==> config.mk <==
export PLATFORM = sky130hd
export DESIGN_NAME = top_spi_hex
export DESIGN_NICKNAME = d
export VERILOG_FILES = /design/src/spi_hex_pkg.sv /design/src/spi_slave.sv /design/src/hex_decoder.sv /design/src/oled_video.sv /design/src/top_spi_hex.sv
export SDC_FILE = /design/constraint.sdc
export NUM_CORES = 1
export LEC_CHECK = 0
export BUFFER_PORTS_ARGS = -buffer_cell sky130_fd_sc_hd__buf_2
export CAP_MARGIN = 20
export CORE_MARGIN = 2
export CORE_UTILIZATION = 55
export CTS_BUF_LIST = sky130_fd_sc_hd__clkbuf_8
export CTS_CLUSTER_DIAMETER = 30
export CTS_CLUSTER_SIZE = 8
export DETAILED_ROUTE_END_ITERATION = 6
export PLACE_DENSITY = 0.79
export SLEW_MARGIN = 20
export SYNTH_ARGS = -nofsm -noshare
export SYNTH_HDL_FRONTEND = slang
export SYNTH_SLANG_ARGS = --single-unit
==> constraint.sdc <==
create_clock -name clk -period 4.14 [get_ports clk]
set_clock_uncertainty 0.05 [all_clocks]
set_input_delay 0.414 -clock clk [delete_from_list [all_inputs] [get_ports clk]]
set_output_delay 0.414 -clock clk [all_outputs]
set_load 0.03 [all_outputs]
==> src/spi_hex_pkg.sv <==
//////////////////////////////////////////////////
// Panel geometry, OLED bus structs, hex font
// and SSD1331 init command table
//////////////////////////////////////////////////
`default_nettype none

package spi_hex_pkg;

    localparam int oled_width   = 96;
    localparam int oled_height  = 64;
    localparam int glyph_width  = 6;  // 5 font columns plus spacing
    localparam int glyph_height = 8;  // 7 font rows plus spacing
    localparam int init_len     = 12;
    localparam int reset_cycles = 32;

    typedef struct packed {
        logic [6:0] x;
        logic [5:0] y;
    } pixel_pos_t;

    typedef struct packed {
        logic csn;
        logic sclk;
        logic mosi;
        logic dc;
        logic resn;
    } oled_pins_t;

    // 5x7 hex glyphs, row 0 in the top bits, leftmost pixel is MSB of a row
    function automatic logic [4:0] font_row(input logic [3:0] digit, input logic [2:0] row);
        logic [34:0] glyph;
        case (digit)
            4'h0: glyph = {5'h0E, 5'h11, 5'h13, 5'h15, 5'h19, 5'h11, 5'h0E};
            4'h1: glyph = {5'h04, 5'h0C, 5'h04, 5'h04, 5'h04, 5'h04, 5'h0E};
            4'h2: glyph = {5'h0E, 5'h11, 5'h01, 5'h02, 5'h04, 5'h08, 5'h1F};
            4'h3: glyph = {5'h1F, 5'h02, 5'h04, 5'h02, 5'h01, 5'h11, 5'h0E};
            4'h4: glyph = {5'h02, 5'h06, 5'h0A, 5'h12, 5'h1F, 5'h02, 5'h02};
            4'h5: glyph = {5'h1F, 5'h10, 5'h1E, 5'h01, 5'h01, 5'h11, 5'h0E};
            4'h6: glyph = {5'h06, 5'h08, 5'h10, 5'h1E, 5'h11, 5'h11, 5'h0E};
            4'h7: glyph = {5'h1F, 5'h01, 5'h02, 5'h04, 5'h08, 5'h08, 5'h08};
            4'h8: glyph = {5'h0E, 5'h11, 5'h11, 5'h0E, 5'h11, 5'h11, 5'h0E};
            4'h9: glyph = {5'h0E, 5'h11, 5'h11, 5'h0F, 5'h01, 5'h02, 5'h0C};
            4'hA: glyph = {5'h0E, 5'h11, 5'h11, 5'h11, 5'h1F, 5'h11, 5'h11};
            4'hB: glyph = {5'h1E, 5'h11, 5'h11, 5'h1E, 5'h11, 5'h11, 5'h1E};
            4'hC: glyph = {5'h0E, 5'h11, 5'h10, 5'h10, 5'h10, 5'h11, 5'h0E};
            4'hD: glyph = {5'h1C, 5'h12, 5'h11, 5'h11, 5'h11, 5'h12, 5'h1C};
            4'hE: glyph = {5'h1F, 5'h10, 5'h10, 5'h1E, 5'h10, 5'h10, 5'h1F};
            default: glyph = {5'h1F, 5'h10, 5'h10, 5'h1E, 5'h10, 5'h10, 5'h10};
        endcase
        if (row == 3'd7)
            return 5'b00000; // Spacing row
        return glyph[34 - 5 * int'(row) -: 5];
    endfunction

    function automatic logic [7:0] init_byte(input int unsigned idx);
        case (idx)
            0:  return 8'hAE; // Display off
            1:  return 8'hA0; // Remap and colour depth
            2:  return 8'h22; // 8 bit colour, COM split, column flip
            3:  return 8'hA1; // Start line
            4:  return 8'h00;
            5:  return 8'hA2; // Display offset
            6:  return 8'h00;
            7:  return 8'hAD; // Master configuration
            8:  return 8'h8E;
            9:  return 8'h87; // Master current, scales all three channels
            10: return 8'h0F;
            default: return 8'hAF; // Display on
        endcase
    endfunction

endpackage

`default_nettype wire

==> src/spi_slave.sv <==
//////////////////////////////////////////////////
// Serial shift register fed from button lines
//////////////////////////////////////////////////
`timescale 1ns/1ps
`default_nettype none

module spi_slave #(
    parameter int data_len = 64
) (
    input  logic                clk,
    input  logic                rst_n,
    input  logic                sclk,
    input  logic                mosi,
    output logic [data_len-1:0] data
);

    logic [1:0] sclk_sync;
    logic [1:0] mosi_sync;
    logic       sclk_prev;
    logic       sclk_rise;

    // Rising edge seen after two sync stages
    assign sclk_rise = sclk_sync[1] & ~sclk_prev;

    always_ff @(posedge clk) begin
        if (!rst_n) begin
            sclk_sync <= 2'b00;
            mosi_sync <= 2'b00;
            sclk_prev <= 1'b0;
            data      <= '0;
        end else begin
            sclk_sync <= {sclk_sync[0], sclk};
            mosi_sync <= {mosi_sync[0], mosi};
            sclk_prev <= sclk_sync[1];
            if (sclk_rise)
                data <= {data[data_len-2:0], mosi_sync[1]}; // Newest bit at LSB
        end
    end

endmodule

`default_nettype wire

==> src/hex_decoder.sv <==
//////////////////////////////////////////////////
// Raster walker and glyph lookup for the
// two text lines of the display word
//////////////////////////////////////////////////
`timescale 1ns/1ps
`default_nettype none

module hex_decoder
    import spi_hex_pkg::*;
#(
    parameter int         display_len = 128,
    parameter logic [7:0] fg_color    = 8'hFF,
    parameter logic [7:0] bg_color    = 8'h00
) (
    input  logic                   clk,
    input  logic                   rst_n,
    input  logic [display_len-1:0] display,
    input  logic                   next_pixel,
    output pixel_pos_t             pos,
    output logic [7:0]             color
);

    localparam int chars_per_line = oled_width / glyph_width; // 16 digits
    localparam int line_bits      = chars_per_line * 4;
    localparam int text_lines     = display_len / line_bits;
    localparam int font_cols      = glyph_width - 1;
    localparam int col_w          = $clog2(chars_per_line);
    localparam int gx_w           = $clog2(glyph_width);

    logic [gx_w-1:0]  glyph_x;  // Column inside the character cell
    logic [col_w-1:0] char_col;
    logic [2:0]       glyph_y;
    int unsigned      line_idx;
    int unsigned      nib_base;
    logic [3:0]       digit;
    logic [4:0]       glyph_row;
    logic             pixel_on;

    // Raster position, x first then y
    always_ff @(posedge clk) begin
        if (!rst_n) begin
            pos      <= '0;
            glyph_x  <= '0;
            char_col <= '0;
        end else if (next_pixel) begin
            if (pos.x == 7'(oled_width - 1)) begin
                pos.x    <= '0;
                glyph_x  <= '0;
                char_col <= '0;
                if (pos.y == 6'(oled_height - 1))
                    pos.y <= '0; // Wrap to next frame
                else
                    pos.y <= pos.y + 6'd1;
            end else begin
                pos.x <= pos.x + 7'd1;
                if (glyph_x == gx_w'(glyph_width - 1)) begin
                    glyph_x  <= '0;
                    char_col <= char_col + 1'b1;
                end else begin
                    glyph_x <= glyph_x + 1'b1;
                end
            end
        end
    end

    assign glyph_y  = 3'(pos.y % glyph_height);
    assign line_idx = pos.y / glyph_height;

    always_comb begin
        nib_base  = 0;
        digit     = 4'h0;
        glyph_row = 5'b00000;
        pixel_on  = 1'b0;
        if (line_idx < text_lines) begin
            // Leftmost column shows the top nibble of its line
            nib_base  = line_idx * line_bits + (chars_per_line - 1 - char_col) * 4;
            digit     = display[nib_base +: 4];
            glyph_row = font_row(digit, glyph_y);
            if (glyph_x < font_cols)
                pixel_on = glyph_row[font_cols - 1 - glyph_x];
        end
    end

    // Settles one cycle after pos moves
    always_ff @(posedge clk) begin
        color <= pixel_on ? fg_color : bg_color;
    end

endmodule

`default_nettype wire

==> src/oled_video.sv <==
//////////////////////////////////////////////////
// OLED driver: panel reset, init commands,
// endless pixel byte stream over SPI mode 0
//////////////////////////////////////////////////
`timescale 1ns/1ps
`default_nettype none

module oled_video
    import spi_hex_pkg::*;
(
    input  logic       clk,
    input  logic       rst_n,
    input  logic [7:0] color,
    output logic       next_pixel,
    output oled_pins_t pins
);

    localparam int sclk_phases = 16;              // Two clk cycles per bit
    localparam int byte_slots  = sclk_phases + 2; // Plus csn high gap

    typedef enum logic [1:0] {
        RESET,
        INIT,
        PIXEL
    } state_t;

    state_t                          state;
    logic [$clog2(reset_cycles)-1:0] reset_cnt;
    logic [$clog2(init_len)-1:0]     init_idx;
    logic [4:0]                      slot_cnt;
    logic [7:0]                      shreg;
    logic [7:0]                      load_byte;
    logic                            load;
    logic                            shift;

    // A new byte starts when the previous slot including its gap is over
    assign load      = (state != RESET) && (slot_cnt == 5'(byte_slots - 1));
    assign load_byte = (state == INIT) ? init_byte(init_idx) : color;
    assign shift     = (state != RESET) && !load
                       && (slot_cnt < 5'(sclk_phases)) && pins.sclk;

    always_ff @(posedge clk) begin
        if (!rst_n) begin
            state      <= RESET;
            reset_cnt  <= '0;
            init_idx   <= '0;
            slot_cnt   <= 5'(byte_slots - 1);
            next_pixel <= 1'b0;
            pins       <= '{csn: 1'b1, sclk: 1'b0, mosi: 1'b0, dc: 1'b0, resn: 1'b0};
        end else begin
            next_pixel <= 1'b0;

            case (state)
                RESET: begin
                    if (reset_cnt == ($clog2(reset_cycles))'(reset_cycles - 1)) begin
                        pins.resn <= 1'b1; // Release panel reset
                        state     <= INIT;
                    end else begin
                        reset_cnt <= reset_cnt + 1'b1;
                    end
                end
                INIT: begin
                    if (load) begin
                        init_idx <= init_idx + 1'b1;
                        if (init_idx == ($clog2(init_len))'(init_len - 1))
                            state <= PIXEL;
                    end
                end
                PIXEL: begin
                    if (load)
                        next_pixel <= 1'b1; // Decoder steps to the next pixel
                end
                default: state <= RESET;
            endcase

            if (load) begin
                slot_cnt  <= '0;
                pins.csn  <= 1'b0;
                pins.sclk <= 1'b0;
                pins.mosi <= load_byte[7]; // MSB first
                pins.dc   <= (state == PIXEL);
            end else if (state != RESET) begin
                slot_cnt <= slot_cnt + 5'd1;
                if (slot_cnt < 5'(sclk_phases)) begin
                    pins.sclk <= ~pins.sclk;
                    if (shift)
                        pins.mosi <= shreg[6]; // Next bit on the falling edge
                    if (slot_cnt == 5'(sclk_phases - 1))
                        pins.csn <= 1'b1;
                end
            end
        end
    end

    always_ff @(posedge clk) begin
        if (load)
            shreg <= load_byte;
        else if (shift)
            shreg <= {shreg[6:0], 1'b0};
    end

endmodule

`default_nettype wire

==> src/top_spi_hex.sv <==
//////////////////////////////////////////////////
// Top level: serial input, display mapping,
// decoder and OLED driver
//////////////////////////////////////////////////
`timescale 1ns/1ps
`default_nettype none

module top_spi_hex
    import spi_hex_pkg::*;
#(
    parameter int         data_len    = 64,
    parameter int         display_len = 128,
    parameter logic [7:0] fg_color    = 8'hFF,
    parameter logic [7:0] bg_color    = 8'h00
) (
    input  logic       clk,
    input  logic       rst_n,
    input  logic [6:0] btn,
    output logic [7:0] led,
    output logic       oled_csn,
    output logic       oled_clk,
    output logic       oled_mosi,
    output logic       oled_dc,
    output logic       oled_resn,
    input  logic       wifi_gpio5,
    output logic       wifi_gpio0
);

    localparam int digits = data_len / 4;

    logic [data_len-1:0]    data;
    logic [display_len-1:0] display;
    logic                   next_pixel;
    logic [7:0]             color;
    oled_pins_t             pins;

    assign wifi_gpio0 = btn[0];
    assign led        = {3'b000, wifi_gpio5, 4'b0000};

    // btn[1] carries data, btn[2] the serial clock
    spi_slave #(
        .data_len(data_len)
    ) spi_slave_inst (
        .clk  (clk),
        .rst_n(rst_n),
        .sclk (btn[2]),
        .mosi (btn[1]),
        .data (data)
    );

    // Lower line is plain hex, newest nibble at the right
    assign display[display_len-1 -: data_len] = data;

    // Upper line is a bit trace, newest bit at the left
    for (genvar i = 0; i < digits; i++) begin : g_trace
        assign display[4*i +: 4] = {3'b000, data[digits-1-i]};
    end

    hex_decoder #(
        .display_len(display_len),
        .fg_color   (fg_color),
        .bg_color   (bg_color)
    ) hex_decoder_inst (
        .clk       (clk),
        .rst_n     (rst_n),
        .display   (display),
        .next_pixel(next_pixel),
        .pos       (),
        .color     (color)
    );

    oled_video oled_video_inst (
        .clk       (clk),
        .rst_n     (rst_n),
        .color     (color),
        .next_pixel(next_pixel),
        .pins      (pins)
    );

    assign oled_csn  = pins.csn;
    assign oled_clk  = pins.sclk;
    assign oled_mosi = pins.mosi;
    assign oled_dc   = pins.dc;
    assign oled_resn = pins.resn;

endmodule

`default_nettype wire

Word level (Yosys, flattened, before mapping)
Memories as Yosys holds them, arrays and structs flattened. A register that Yosys moved wholly into a read port is not among the register bits.
Cells that the tools add are included.
W data, S select, Z words.
Cells by class
  magnitude comparators: 4
  shift operators: 2
  reduce and logical (&&, ||, !) cells: 23
  eq/ne operators: 13
  add/sub/neg operators: 11
  multipliers: 1
  multiplexer cells: 34
  bitwise gates (word level): 6
Operators by type and width (number)
  $shiftx A128 B33 Y4: 1
  $shiftx A39 B32 Y5: 1
  $mux W35: 1
  $add A9 B32 Y32: 1
  $lt A32 B4 Y1 const B: 1
  $sub A7 B32 Y32 const A: 1
  $mux W5: 5
  $mux W7: 3
  $mux W4: 4
  $mux W8: 2
  $mux W3: 5
  $reduce_and A2 Y1: 7
  $reduce_bool A2 Y1: 6
  $add A5 B1 Y5 const B: 2
  $eq A5 B5 Y1 const B: 2
  $add A4 B1 Y4 const B: 2
  $mux W1: 8
  $add A7 B1 Y7 const B: 1
  $eq A7 B7 Y1 const B: 1
  $add A6 B1 Y6 const B: 1
  $eq A3 B3 Y1 const B: 2
  $eq A6 B6 Y1 const B: 1
  $mul A3 B3 Y6 const A: 1
  $mux W2: 3
  23 further kinds: 32
Word-level totals
  ROM bits: 656
  bits in registers: 126
  memories kept: 2
  input port bits: 10
Memories
  (no name shown): words 16, bits a word 35, rd ports 1, clocked after memory_dff 0, wr ports 0, line spi_hex_pkg.sv:32  | case (digit)
  (no name shown): words 16, bits a word 6, rd ports 1, clocked after memory_dff 1, wr ports 0, line spi_hex_pkg.sv:56  | case (idx)

Longest topological paths before layout
Gate-level depths: netlist of the first run.
An unclocked memory read counts as a cell.
  word-level depth: 13
  mapped depth: 20
  depth with buffers taken out: 15

Modules after synthesis
From an unflattened synthesis of the first run, not the netlist that was laid out.
Second synthesis, totals
  cell total of the unflattened synthesis: 1048
  area, all modules: 9188.8 sq um
Modules (own cells, without submodules)
  hex_decoder: cells each 653, area an instance 4957.3 sq um, times used 1
  spi_slave: cells each 219, area an instance 2492.4 sq um, times used 1
  oled_video: cells each 166, area an instance 1667.8 sq um, times used 1
  top_spi_hex: cells each 10, area an instance 71.3 sq um, times used 1

Least setup slack after synthesis of the first run
OpenSTA, ideal clock, no wires.
  path type: register to register
  from: register hex_decoder_inst.char_col[1]
  to: register hex_decoder_inst.color[6]
  arrival time: 3.585 ns
  data required time: 4.012 ns
  path slack: 0.427 ns
  stages on the path, launching flop included: 17
  library setup time: 0.078 ns
  period minus slack after synthesis: 3.713 ns
  cell sequence: dfxtp_1 > buf_2 > or3b_4 > o22ai_1 > nor3_1 > a2111oi_2 > nor2_2 > ha_1 > clkbuf_1 > o21ai_0 > a311oi_1 > a311oi_1 > a21oi_1 > o22ai_1 > a2111oi_2 > o21ai_1 > a32oi_1
Between the ends
  cells in the longest elaborated chain, start to end: 13
RTL lines
  start: declaration: line hex_decoder.sv:31  | logic [col_w-1:0] char_col;
  start signal: assignment: line hex_decoder.sv:58  | char_col <= char_col + 1'b1;
  $sub A4 B4 Y5: line hex_decoder.sv:76  | nib_base = line_idx * line_bits + (chars_per_line - 1 - char_col) * 4;
  $add A9 B32 Y32: line hex_decoder.sv:76
  $shiftx A128 B33 Y4: line hex_decoder.sv:77  | digit = display[nib_base +: 4];
  $mem_v2 Z16 W35
  $mux W35: line hex_decoder.sv:74  | if (line_idx < text_lines) begin
  $shiftx A39 B32 Y5: line spi_hex_pkg.sv:52  | return glyph[34 - 5 * int'(row) -: 5];
  $mux W5: line spi_hex_pkg.sv:52
  $mux W5: line hex_decoder.sv:74
  $bmux W1 S3: line hex_decoder.sv:80  | pixel_on = glyph_row[font_cols - 1 - glyph_x];
  $mux W1 (not written as such): line hex_decoder.sv:80
  $mux W1: line hex_decoder.sv:79  | if (glyph_x < font_cols)
  $mux W1: line hex_decoder.sv:74
  $mux W8: line hex_decoder.sv:86  | color <= pixel_on ? fg_color : bg_color;
  end signal: assignment: line hex_decoder.sv:86
  end: declaration: line hex_decoder.sv:20  | output logic [7:0] color
No other way between the ends. The select of a mux whose other input is x is not followed.
A chain may end at the register's enable or synchronous reset.

Worst setup path after layout of the first run
  from: register hex_decoder_inst.pos[5] in the netlist's numbering
  to: register hex_decoder_inst.color[6]
Between the ends
  cells in the longest elaborated chain, start to end: 12
  elaborated cells between the ends (all ways): 13
  those cells by class: add/sub (1); order compare (1); shift (2); mux (8); memory (1)
RTL lines
  start: declaration: line hex_decoder.sv:19  | output pixel_pos_t pos,
  $add A9 B32 Y32: line hex_decoder.sv:76
  $shiftx A128 B33 Y4: line hex_decoder.sv:77
  $mem_v2 Z16 W35
  $mux W35: line hex_decoder.sv:74
  $shiftx A39 B32 Y5: line spi_hex_pkg.sv:52
  $mux W5: line spi_hex_pkg.sv:52
  $mux W5: line hex_decoder.sv:74
  $bmux W1 S3: line hex_decoder.sv:80
  $mux W1 (not written as such): line hex_decoder.sv:80
  $mux W1: line hex_decoder.sv:79
  $mux W1 *: line hex_decoder.sv:74
  $mux W8 *: line hex_decoder.sv:86
Mark *: on every way between the ends. The rest lies on a longest branch, timed or not. The select of a mux whose other input is x is not followed.

==> metrics.md, run 1 <==
| Metric | Value |
|---|---|
| Status | `finished, violations left` |
| Failing checks | `design-rule violations` |
| EDFF count, synth | `7` |
| Primary FF master, synth | `dfxtp_1` |
| Fin crit share | `95.9%` |
| Vias in the first global route | `7897` |
| Final setup fails | `0` |
| Fin crit period | `3970 ps` |
| Critical path required time | `4460 ps` |
| P per Cell Area | `273 nW/um^2` |
| Initial antenna violation count | `0` |
| # DRC | `1` |
| Placed cell areas | `8650 um^2` |
| Maxcap violations | `0` |
| Crit path DAT | `4290 ps` |
| P_leak | `3.37 nW` |
| CTS Hold Bufs | `0` |
| Clk buf depth | `2` |
| Slew headroom | `30.5%` |
| CTS Root Cell | `clkbuf_8` |
| Die Height | `127 um` |
| FF/Latch Area | `2570 um^2` |
| Final nets | `1128` |
| Share of cells above drive strength 1 | `13.7%` |
| FF+latch count, synth | `125` |
| Top Ports | `24` |
| Syn_area_per_cell | `7.65 um^2` |
| Cell with the largest stage delay on the worst path | `a2111oi_2` |
| Pin count of the biggest net entering global routing | `65` |
| RSZ-0062 raised after global routing | `no` |
| Critical path launch point type | `flop` |
| Full die area | `16100 um^2` |
| N_diodes | `0` |
| Total grt overflow | `0` |
| Buffers added on ports | `8` |
| HP Class | `in -> reg` |
| Vias | `8416` |
| WL per Instance | `18.7 um` |
| Register area share after synthesis | `31.0%` |
| Area grow syn2layout | `11.0%` |
| Htree depth | `4` |
| CP Buf/Inv Count | `2` |
| CTS Buf Count | `17` |
| Final Util | `62.9%` |
| TritonCTS clock tree | `yes` |
| Final hold viol count | `0` |
| Synth cell types | `87` |
| ANT nets after route | `0` |
| Peak supply drop | `267 uV` |
| Mapped Area | `8300 um^2` |
| Gate Count Post-Synth | `1085` |
| Area of the multi-input gates | `5330 um^2` |
| Post-synth ARST share | `0%` |
| DPL Wire Length | `17100 um` |
| First-pass iteration count of the detailed router | `7` |
| Die Width | `127 um` |
| Total GRT Usage | `30.3%` |
| Starting Density | `56.7%` |
| # rows | `44` |
| Slew Viols, Final | `0` |
| Critical path cell sequence | `buf_4 > nand3b_1 > o22ai_1 > nor3_2 > a2111oi_4 > nor2_4 > inv_1 > ha_2 > o21ai_2 > o211a_1 > o32a_1 > a21oi_1 > o22ai_1 > a2111oi_2 > o21ai_1 > a32oi_1` |
| Crit. End Element | `flop` |
| Crit-path max cell delay | `440 ps` |
| Post-route cell area | `9210 um^2` |
| Crit path top cell by count | `o22ai_1` |
| Most frequent cells in the layout | `nand2_1 (204), dfxtp_1 (116), a21oi_1 (115)` |
| Fmax | `252 MHz` |
| Measured slew at the worst slew-check pin | `1040 ps` |
| WS Path Type | `reg -> reg` |
| Core area | `14600 um^2` |
| Initial DRC Count | `843` |
| Clk_lat worst skew | `440 ps` |
| R2R Setup Slk | `170 ps` |
| DR vias/cell | `6.53` |
| Fillers | `1260` |
| Most common cell after layout, fill and taps aside | `nand2_1` |
| Routed Wire Length | `24100 um` |
| CTS sink count | `125` |
| First-pass GRT wire length | `39800 um` |
| Placer Congestion | `1.03` |
| YS warnings | `0` |
| Delay-heaviest family, CP | `compound AO/OA/AOI/OAI gates` |
| Hold WS | `129 ps` |
| Clock transition at path regs | `80 ps` |
| Max FO, Critical Path | `7` |
==> worst paths after layout <==
kind                                from                           to  depth (start not counted)
max              hex_decoder_inst.pos[5]    hex_decoder_inst.color[6]                         16
max reg2reg      hex_decoder_inst.pos[5]    hex_decoder_inst.color[6]                         16
min                               btn[2]  spi_slave_inst.sclk_sync[0]                          2
min reg2reg  spi_slave_inst.sclk_sync[0]  spi_slave_inst.sclk_sync[1]                          1
==> sequential cells by signal, indices dropped and copies added, names as in the netlist, 2 cells and up, named ones only <==
signal and flops:
oled_video_inst.pins 5, oled_video_inst.init_idx 4, oled_video_inst.shreg 7, spi_slave_inst.data 64
hex_decoder_inst.pos 13, spi_slave_inst.mosi_sync 2, oled_video_inst.state 2, hex_decoder_inst.glyph_x 3
oled_video_inst.reset_cnt 5, oled_video_inst.slot_cnt 5, hex_decoder_inst.char_col 4, spi_slave_inst.sclk_sync 2
==> per-stage QoR <==
step           TNS (ps)  total power [mW]  instances  setup WS, ps
2_1_floorplan         0              1.31       1091           427
3_3_place_gp      -1.85              1.32       1255         -1.85
3_5_place_dp      -22.7              1.32       1255         -22.7
4_1_cts               0              2.53       1287          24.5
5_1_grt               0              2.59       1289          2.14
6_report              0              2.52       1289           169
==> layer usage <==
| layer | wire length, um | global-route usage [%] |
|---|---|---|
| met2 | 11100 | 48.4 |
| met1 | 9980 | 38.9 |
| met3 | 1860 | 6.41 |
| met5 | 0 | 0 |
| met4 | 1090 | 15.2 |
==> synth_stat cells (18+ instances only) <==
| library cell | n | area, um^2 |
|---|---|---|
| mux2i_1 | 41 | 410 |
| nor3_1 | 28 | 140 |
| inv_1 | 18 | 67.6 |
| buf_2 | 19 | 95.1 |
| dfxtp_1 | 118 | 2360 |
| a21oi_1 | 116 | 581 |
| nor2_1 | 62 | 233 |
| o21ai_0 | 47 | 235 |
| ha_1 | 26 | 325 |
| clkbuf_1 | 50 | 188 |
| nand3_1 | 33 | 165 |
| nand2_1 | 204 | 766 |
==> layout make-up <==
cell class,count,area share [%]
clock buffers,18,2.69
flip-flops and latches,125,28.0
clock inverters,14,2.34
inverters,22,0.896
repair buffers,74,5.81
multi-input cells,852,57.8
well taps,184,2.50
==> logic make-up (layout without fill, tap and decap cells) <==
logic type | count (synthesis) | count (layout) | synth area share [%]
flops | 125 | 125 | 31.0
buf+inv | 114 | 128 | 6.48
mux | 45 | 45 | 5.89
compound gates | 340 | 340 | 27.6
simple gates | 411 | 411 | 22.6
xor+xnor | 23 | 23 | 2.43
fa+ha+maj | 26 | 26 | 3.92
other cells | 1 | 7 | 0.0452
==> worst register-to-register path, delay by kind of cell, from the launching register on <==
kind / cells / cell delay, ps
DFF: 1 / 390
adders and majority gates: 1 / 250
AOI/OAI and AO/OA: 10 / 2440
buffers and inverters: 2 / 360
and+or+nand+nor: 3 / 420
==> power breakdown <==
group / internal (mW) / switching [mW] / leakage [nW]
registers: 1.22 / 0.00381 / 1.01
clock network: 0.735 / 0.492 / 0.235
logic: 0.0163 / 0.0548 / 2.12
total: 1.97 / 0.551 / 3.37
==> what timing repair did <==
action	4_1_cts	5_1_grt
endpoints found under the hold margin	0	0
pin swaps	0	3
resized for setup	3	18
setup buffers	0	2
endpoints found under the setup margin	1	1
Note: power is estimated with default switching activity, not from simulation.
==> run 2: changes to the inputs <==
Settings changed: PLACE_DENSITY 0.79 to 0.82.
Clock period 4.14 ns to 3.5 ns, I/O delays scaled along.
==> metrics.md, run 2 (synthesized netlist as in run 1, its figures left out) <==
| Metric | Value |
|---|---|
| Core area | `14600 um^2` |
| Fillers | `1043` |
| Max FO, Critical Path | `7` |
| Crit. End Element | `flop` |
| Biggest regs | `spi_slave_inst.data (64), hex_decoder_inst.pos (13), oled_video_inst.shreg (7)` |
| Vias in the first global route | `8873` |
| Failing checks | `negative setup slack` |
| TritonCTS clock tree | `yes` |
| Largest register by flop count | `spi_slave_inst.data` |
| Routed Wire Length | `28400 um` |
| Top Ports | `24` |
| Reg2reg path depth | `16` |
| Non-Filler Instances | `1422` |
| CTS Buf Count | `17` |
| # DRC | `0` |
| DP Cell Count | `1378` |
| Final nets | `1261` |
| CTS sink count | `125` |
| Pin count of the biggest net entering global routing | `60` |
| Most frequent cells in the layout | `nand2_1 (203), buf_4 (189), dfxtp_1 (114)` |
| Fin crit share | `108%` |
| Most common cell after layout, fill and taps aside | `nand2_1` |
| ANT nets after route | `0` |
| DR vias/cell | `6.55` |
| Buffers added on ports | `8` |
| Clk buf depth | `2` |
| Htree depth | `4` |
| Largest register FFs | `64` |
| Slew Viols, Final | `0` |
| RSZ-0062 raised after global routing | `yes` |
| Area grow syn2layout | `27.2%` |
| Critical path launch point type | `flop` |
| Final setup fails | `1` |
| Met1 wire length | `11200 um` |
| Total power draw | `2.85 mW` |
| Initial DRC Count | `1102` |
| WL per Instance | `20.0 um` |
| Total grt overflow | `0` |
| Total GRT Usage | `34.8%` |
| Critical path required time | `3840 ps` |
| P per Cell Area | `270 nW/um^2` |
| Met2 WL | `13400 um` |
| N_diodes | `0` |
| Clk_lat worst skew | `460 ps` |
| # rows | `44` |
| Maxcap violations | `0` |
| Share of cells above drive strength 1 | `27.5%` |
| DPL Wire Length | `19400 um` |
| Initial antenna violation count | `0` |
| Slew headroom | `30.2%` |
| Fin crit period | `3780 ps` |
| HP Class | `in -> reg` |
| Final hold viol count | `0` |
| Placer Congestion | `1.07` |
| P_leak | `4.07 nW` |
| Final Worst Setup Slack | `-278 ps` |
| Status | `finished, violations left` |
| Clock transition at path regs | `80 ps` |
| Die Height | `127 um` |
| Fmax | `265 MHz` |
| Die Width | `127 um` |
| Vias | `9320` |
| Measured slew at the worst slew-check pin | `1050 ps` |
| WS Path Type | `reg -> reg` |
| Placed cell areas | `9650 um^2` |
| Hold WS | `44.9 ps` |
| Crit path DAT | `4120 ps` |
| First-pass iteration count of the detailed router | `5` |
| Wire length on met3 | `2430 um` |
| First-pass GRT wire length | `45200 um` |
| Top sig layer | `met4` |
| Full die area | `16100 um^2` |
| Starting Density | `56.7%` |
| Peak supply drop | `370 uV` |
| Hold Path Depth | `2` |
| CTS Root Cell | `clkbuf_8` |
| Post-route cell area | `10600 um^2` |
[run 2: changes by cell type in the layout (fill, tap and decap cells not counted), moves of 5 or more]
cell,previous run,this run
a21oi_1,115,110
buf_12,0,5
buf_4,66,189
o21ai_0,45,39
o21ai_2,2,7
o22ai_1,15,10
o22ai_2,0,5
[run 2: routing by layer]
| layer | vias to the layer above | track usage (%) |
|---|---|---|
| met5 | - | 0 |
| met1 | 4402 | 44.6 |
| met4 | 0 | 18.1 |
| met2 | 544 | 55.9 |
| met3 | 137 | 6.79 |
| li1 | 4237 | - |
[run 2: area by class of cell]
| cell class | instances | area, um^2 | area share, % |
|---|---|---|---|
| Clock buffer | 20 | 275 | 2.61 |
| Sequential cell | 125 | 2580 | 24.5 |
| Tap cell | 184 | 230 | 2.18 |
| Inverter | 22 | 82.6 | 0.782 |
| Clock inverter | 12 | 136 | 1.29 |
| Multi-Input combinational cell | 852 | 5630 | 53.3 |
| Timing Repair Buffer | 207 | 1620 | 15.3 |
[run 2: worst paths after layout]
kind                                 from                     endpoint  slack, ps
max          hex_decoder_inst.char_col[0]    hex_decoder_inst.color[6]       -280
min                                btn[1]  spi_slave_inst.mosi_sync[0]         40
max reg2reg  hex_decoder_inst.char_col[0]    hex_decoder_inst.color[6]       -280
min reg2reg   spi_slave_inst.mosi_sync[1]       spi_slave_inst.data[0]        380
[run 2: what timing repair did]
| action | 4_1_cts | 5_1_grt |
|---|---|---|
| gates resized for setup | 44 | 45 |
| pin swaps | 22 | 24 |
| setup endpoints to repair | 1 | 1 |
| endpoints found under the hold margin | 0 | 0 |
| buffers inserted | 6 | 6 |
| hold buffers | 0 | 0 |
[run 2: power breakdown]
part	total (mW)	switching, mW	internal [mW]
clock	1.32	0.624	0.694
combinational	0.0943	0.0696	0.0247
sequential	1.44	0.00462	1.44
total	2.85	0.698	2.16
[run 2: stage by stage]
stage	setup WS, ps	util, %	TNS [ps]
after global routing	-414	72.1	-414
after floorplan	-57.9	-	-57.9
final	-278	72.1	-278
after detailed placement	-465	65.9	-465
after global placement	-426	65.9	-426
after CTS	-187	70.1	-187
[run 2: critical path, cell delays in order (launching register included)]
cell and delay (ps):
dfxtp_4 380, mux4_2 530, a2bb2oi_2 160, a21oi_2 160, a2111oi_2 60, buf_4 150
nor2_4 190, inv_2 70, buf_4 170, ha_1 260, o211a_1 260, o32a_1 360
a21oi_1 190, o22ai_1 130, a2111oi_2 270, o21ai_1 100, a32oi_1 200
==> run 3: changes to the inputs <==
Settings changed: CORE_ASPECT_RATIO set to 1.1.
==> metrics.md, run 3 (synthesized netlist as in run 1, its figures left out) <==
| Metric | Value |
|---|---|
| DPL Wire Length | `18500 um` |
| Largest register FFs | `64` |
| CP Depth | `17` |
| CP endpoint | `hex_decoder_inst.color[6]` |
| Delay-heaviest family, CP | `compound AO/OA/AOI/OAI gates` |
| Peak supply drop | `427 uV` |
| Final nets | `1245` |
| Biggest regs | `spi_slave_inst.data (64), hex_decoder_inst.pos (13), oled_video_inst.shreg (7)` |
| Sw Pwr | `701 uW` |
| Status | `finished, violations left` |
| Area grow syn2layout | `24.0%` |
| Comb power frac | `3.1%` |
| CTS Hold Bufs | `0` |
| Cell with the largest stage delay on the worst path | `a2111oi_2` |
| Hold WS | `58.9 ps` |
| CP Buf/Inv Count | `3` |
| First-pass iteration count of the detailed router | `6` |
| Core area | `14900 um^2` |
| CTS Buf Count | `17` |
| Vias | `9116` |
| Final Worst Setup Slack | `-388 ps` |
| Critical path required time | `3780 ps` |
| DR vias/cell | `6.43` |
| Placed cell areas | `9560 um^2` |
| Switching Fraction | `24.2%` |
| Most common cell after layout, fill and taps aside | `nand2_1` |
| # DRC | `0` |
| Crit path top cell by count | `buf_4` |
| Initial DRC Count | `1041` |
| P_leak | `3.97 nW` |
| Routed Wire Length | `26600 um` |
| Fin crit share | `111%` |
| Final hold viol count | `0` |
| Clk_lat worst skew | `450 ps` |
| Pin count of the biggest net entering global routing | `65` |
| Crit path DAT | `4160 ps` |
| # rows | `47` |
| Fin crit period | `3890 ps` |
| Slew Viols, Final | `0` |
| Clock network power share | `47.1%` |
| Total grt overflow | `0` |
| Buffers added on ports | `8` |
| ANT nets after route | `0` |
| Vias in the first global route | `8705` |
| Fmax | `257 MHz` |
| First-pass GRT wire length | `43300 um` |
| R2R Setup Slk | `-390 ps` |
| Starting Density | `55.8%` |
| CTS Root Cell | `clkbuf_8` |
| Placer Congestion | `1.03` |
| Htree depth | `4` |
| Max FO, Critical Path | `7` |
| Reg2reg path depth | `17` |
| HP Class | `in -> reg` |
| Top Ports | `24` |
| Clock transition at path regs | `80 ps` |
| Die Height | `133 um` |
| Initial antenna violation count | `0` |
| Most frequent cells in the layout | `nand2_1 (203), buf_4 (179), dfxtp_1 (114)` |
| Sequential power share | `49.8%` |
| Non-Filler Instances | `1418` |
| Worst r2r src | `hex_decoder_inst.pos[5]` |
| Final setup fails | `1` |
| Pint | `2.20 mW` |
| WS Path Type | `reg -> reg` |
| Worst reg2reg endpoint | `hex_decoder_inst.color[6]` |
| CP startpoint | `hex_decoder_inst.pos[5]` |
| Measured slew at the worst slew-check pin | `1090 ps` |
| DP Cell Count | `1378` |
| N_diodes | `0` |
| Maxcap violations | `0` |
| Die Width | `121 um` |
| RSZ-0062 raised after global routing | `yes` |
| Failing checks | `negative setup slack` |
| Critical path cell sequence | `buf_12 > or3b_4 > o22ai_2 > nor3_2 > a2111oi_2 > buf_4 > nor2_4 > buf_4 > ha_4 > or3_4 > nand3_2 > o21ai_0 > a221o_1 > a2111oi_4 > o211ai_1 > o311ai_1 > a32oi_1` |
| Clk buf depth | `2` |
| Largest register by flop count | `spi_slave_inst.data` |
| Crit-path max cell delay | `450 ps` |
| CTS sink count | `125` |
| Slew headroom | `27.3%` |
| WL per Instance | `18.8 um` |
| Post-route cell area | `10300 um^2` |
| Full die area | `16100 um^2` |
| TritonCTS clock tree | `yes` |
| Total GRT Usage | `33.3%` |
| Share of cells above drive strength 1 | `25.0%` |
| Critical path launch point type | `flop` |
| P per Cell Area | `282 nW/um^2` |
| Crit. End Element | `flop` |
run 3: cell count changes in the layout (fill, tap and decap cells not counted), sizes merged:
cell | before | now
clkbuf | 20 | 18
inv | 23 | 25
clkinvlp | 2 | 1
buf | 207 | 191
bufinv | 2 | 3
run 3: metrics by stage:
stage / setup WS, ps / setup TNS (ps) / power (mW) / util, %
4_1_cts: -134 / -134 / 2.91 / 68.3
2_1_floorplan: -57.9 / -57.9 / 1.55 / -
5_1_grt: -508 / -508 / 2.97 / 69.2
3_3_place_gp: -344 / -344 / 1.56 / 64.2
6_report: -388 / -388 / 2.90 / 69.2
3_5_place_dp: -378 / -378 / 1.56 / 64.2
run 3: metal layers:
metal | vias up | track usage (%) | part of all wire [%]
met1 | 4264 | 41.2 | 39
li1 | 4203 | - | -
met4 | 0 | 17.0 | 5.1
met2 | 515 | 55.4 | 48
met5 | - | 0 | 0
met3 | 134 | 5.78 | 7.7
run 3: power groups by stage:
stage	combinational [mW]	sequential [mW]	clock, mW
after floorplan	0.0729	1.48	0
after global placement	0.0864	1.48	0
after detailed placement	0.0866	1.48	0
after CTS	0.0885	1.44	1.37
after global routing	0.0986	1.44	1.43
final	0.0907	1.44	1.37
run 3: cell type report:
type	instances	area (um^2)
sequential	125	2580
tap	196	245
inverter	22	85.1
multi-input combinational	852	5510
fill	1125	4590
clock buffer	18	248
clock inverter	14	181
timing repair buffer	191	1450
run 3: how the worst min path moves through the flow:
stage,depth (start not counted),start,to
after floorplan,1,spi_slave_inst.mosi_sync[0],spi_slave_inst.mosi_sync[1]
after global placement,1,spi_slave_inst.sclk_sync[0],spi_slave_inst.sclk_sync[1]
after detailed placement,1,spi_slave_inst.mosi_sync[0],spi_slave_inst.mosi_sync[1]
after CTS,2,btn[1],spi_slave_inst.mosi_sync[0]
after global routing,2,btn[1],spi_slave_inst.mosi_sync[0]
final,2,btn[1],spi_slave_inst.mosi_sync[0]
run 3: timing repair:
action                     CTS  global route
pin swaps                   23             8
cloned                       0             0
resized for setup           34            27
setup buffers                5             3
setup endpoints to repair    1             1
run 3: worst register-to-register path: stages (launching register included):
cell and delay, ps:
dfxtp_2 350, buf_12 130, or3b_4 400, o22ai_2 120, nor3_2 70, a2111oi_2 450
buf_4 210, nor2_4 70, buf_4 150, ha_4 180, or3_4 340, nand3_2 80
o21ai_0 80, a221o_1 450, a2111oi_4 320, o211ai_1 130, o311ai_1 110, a32oi_1 90
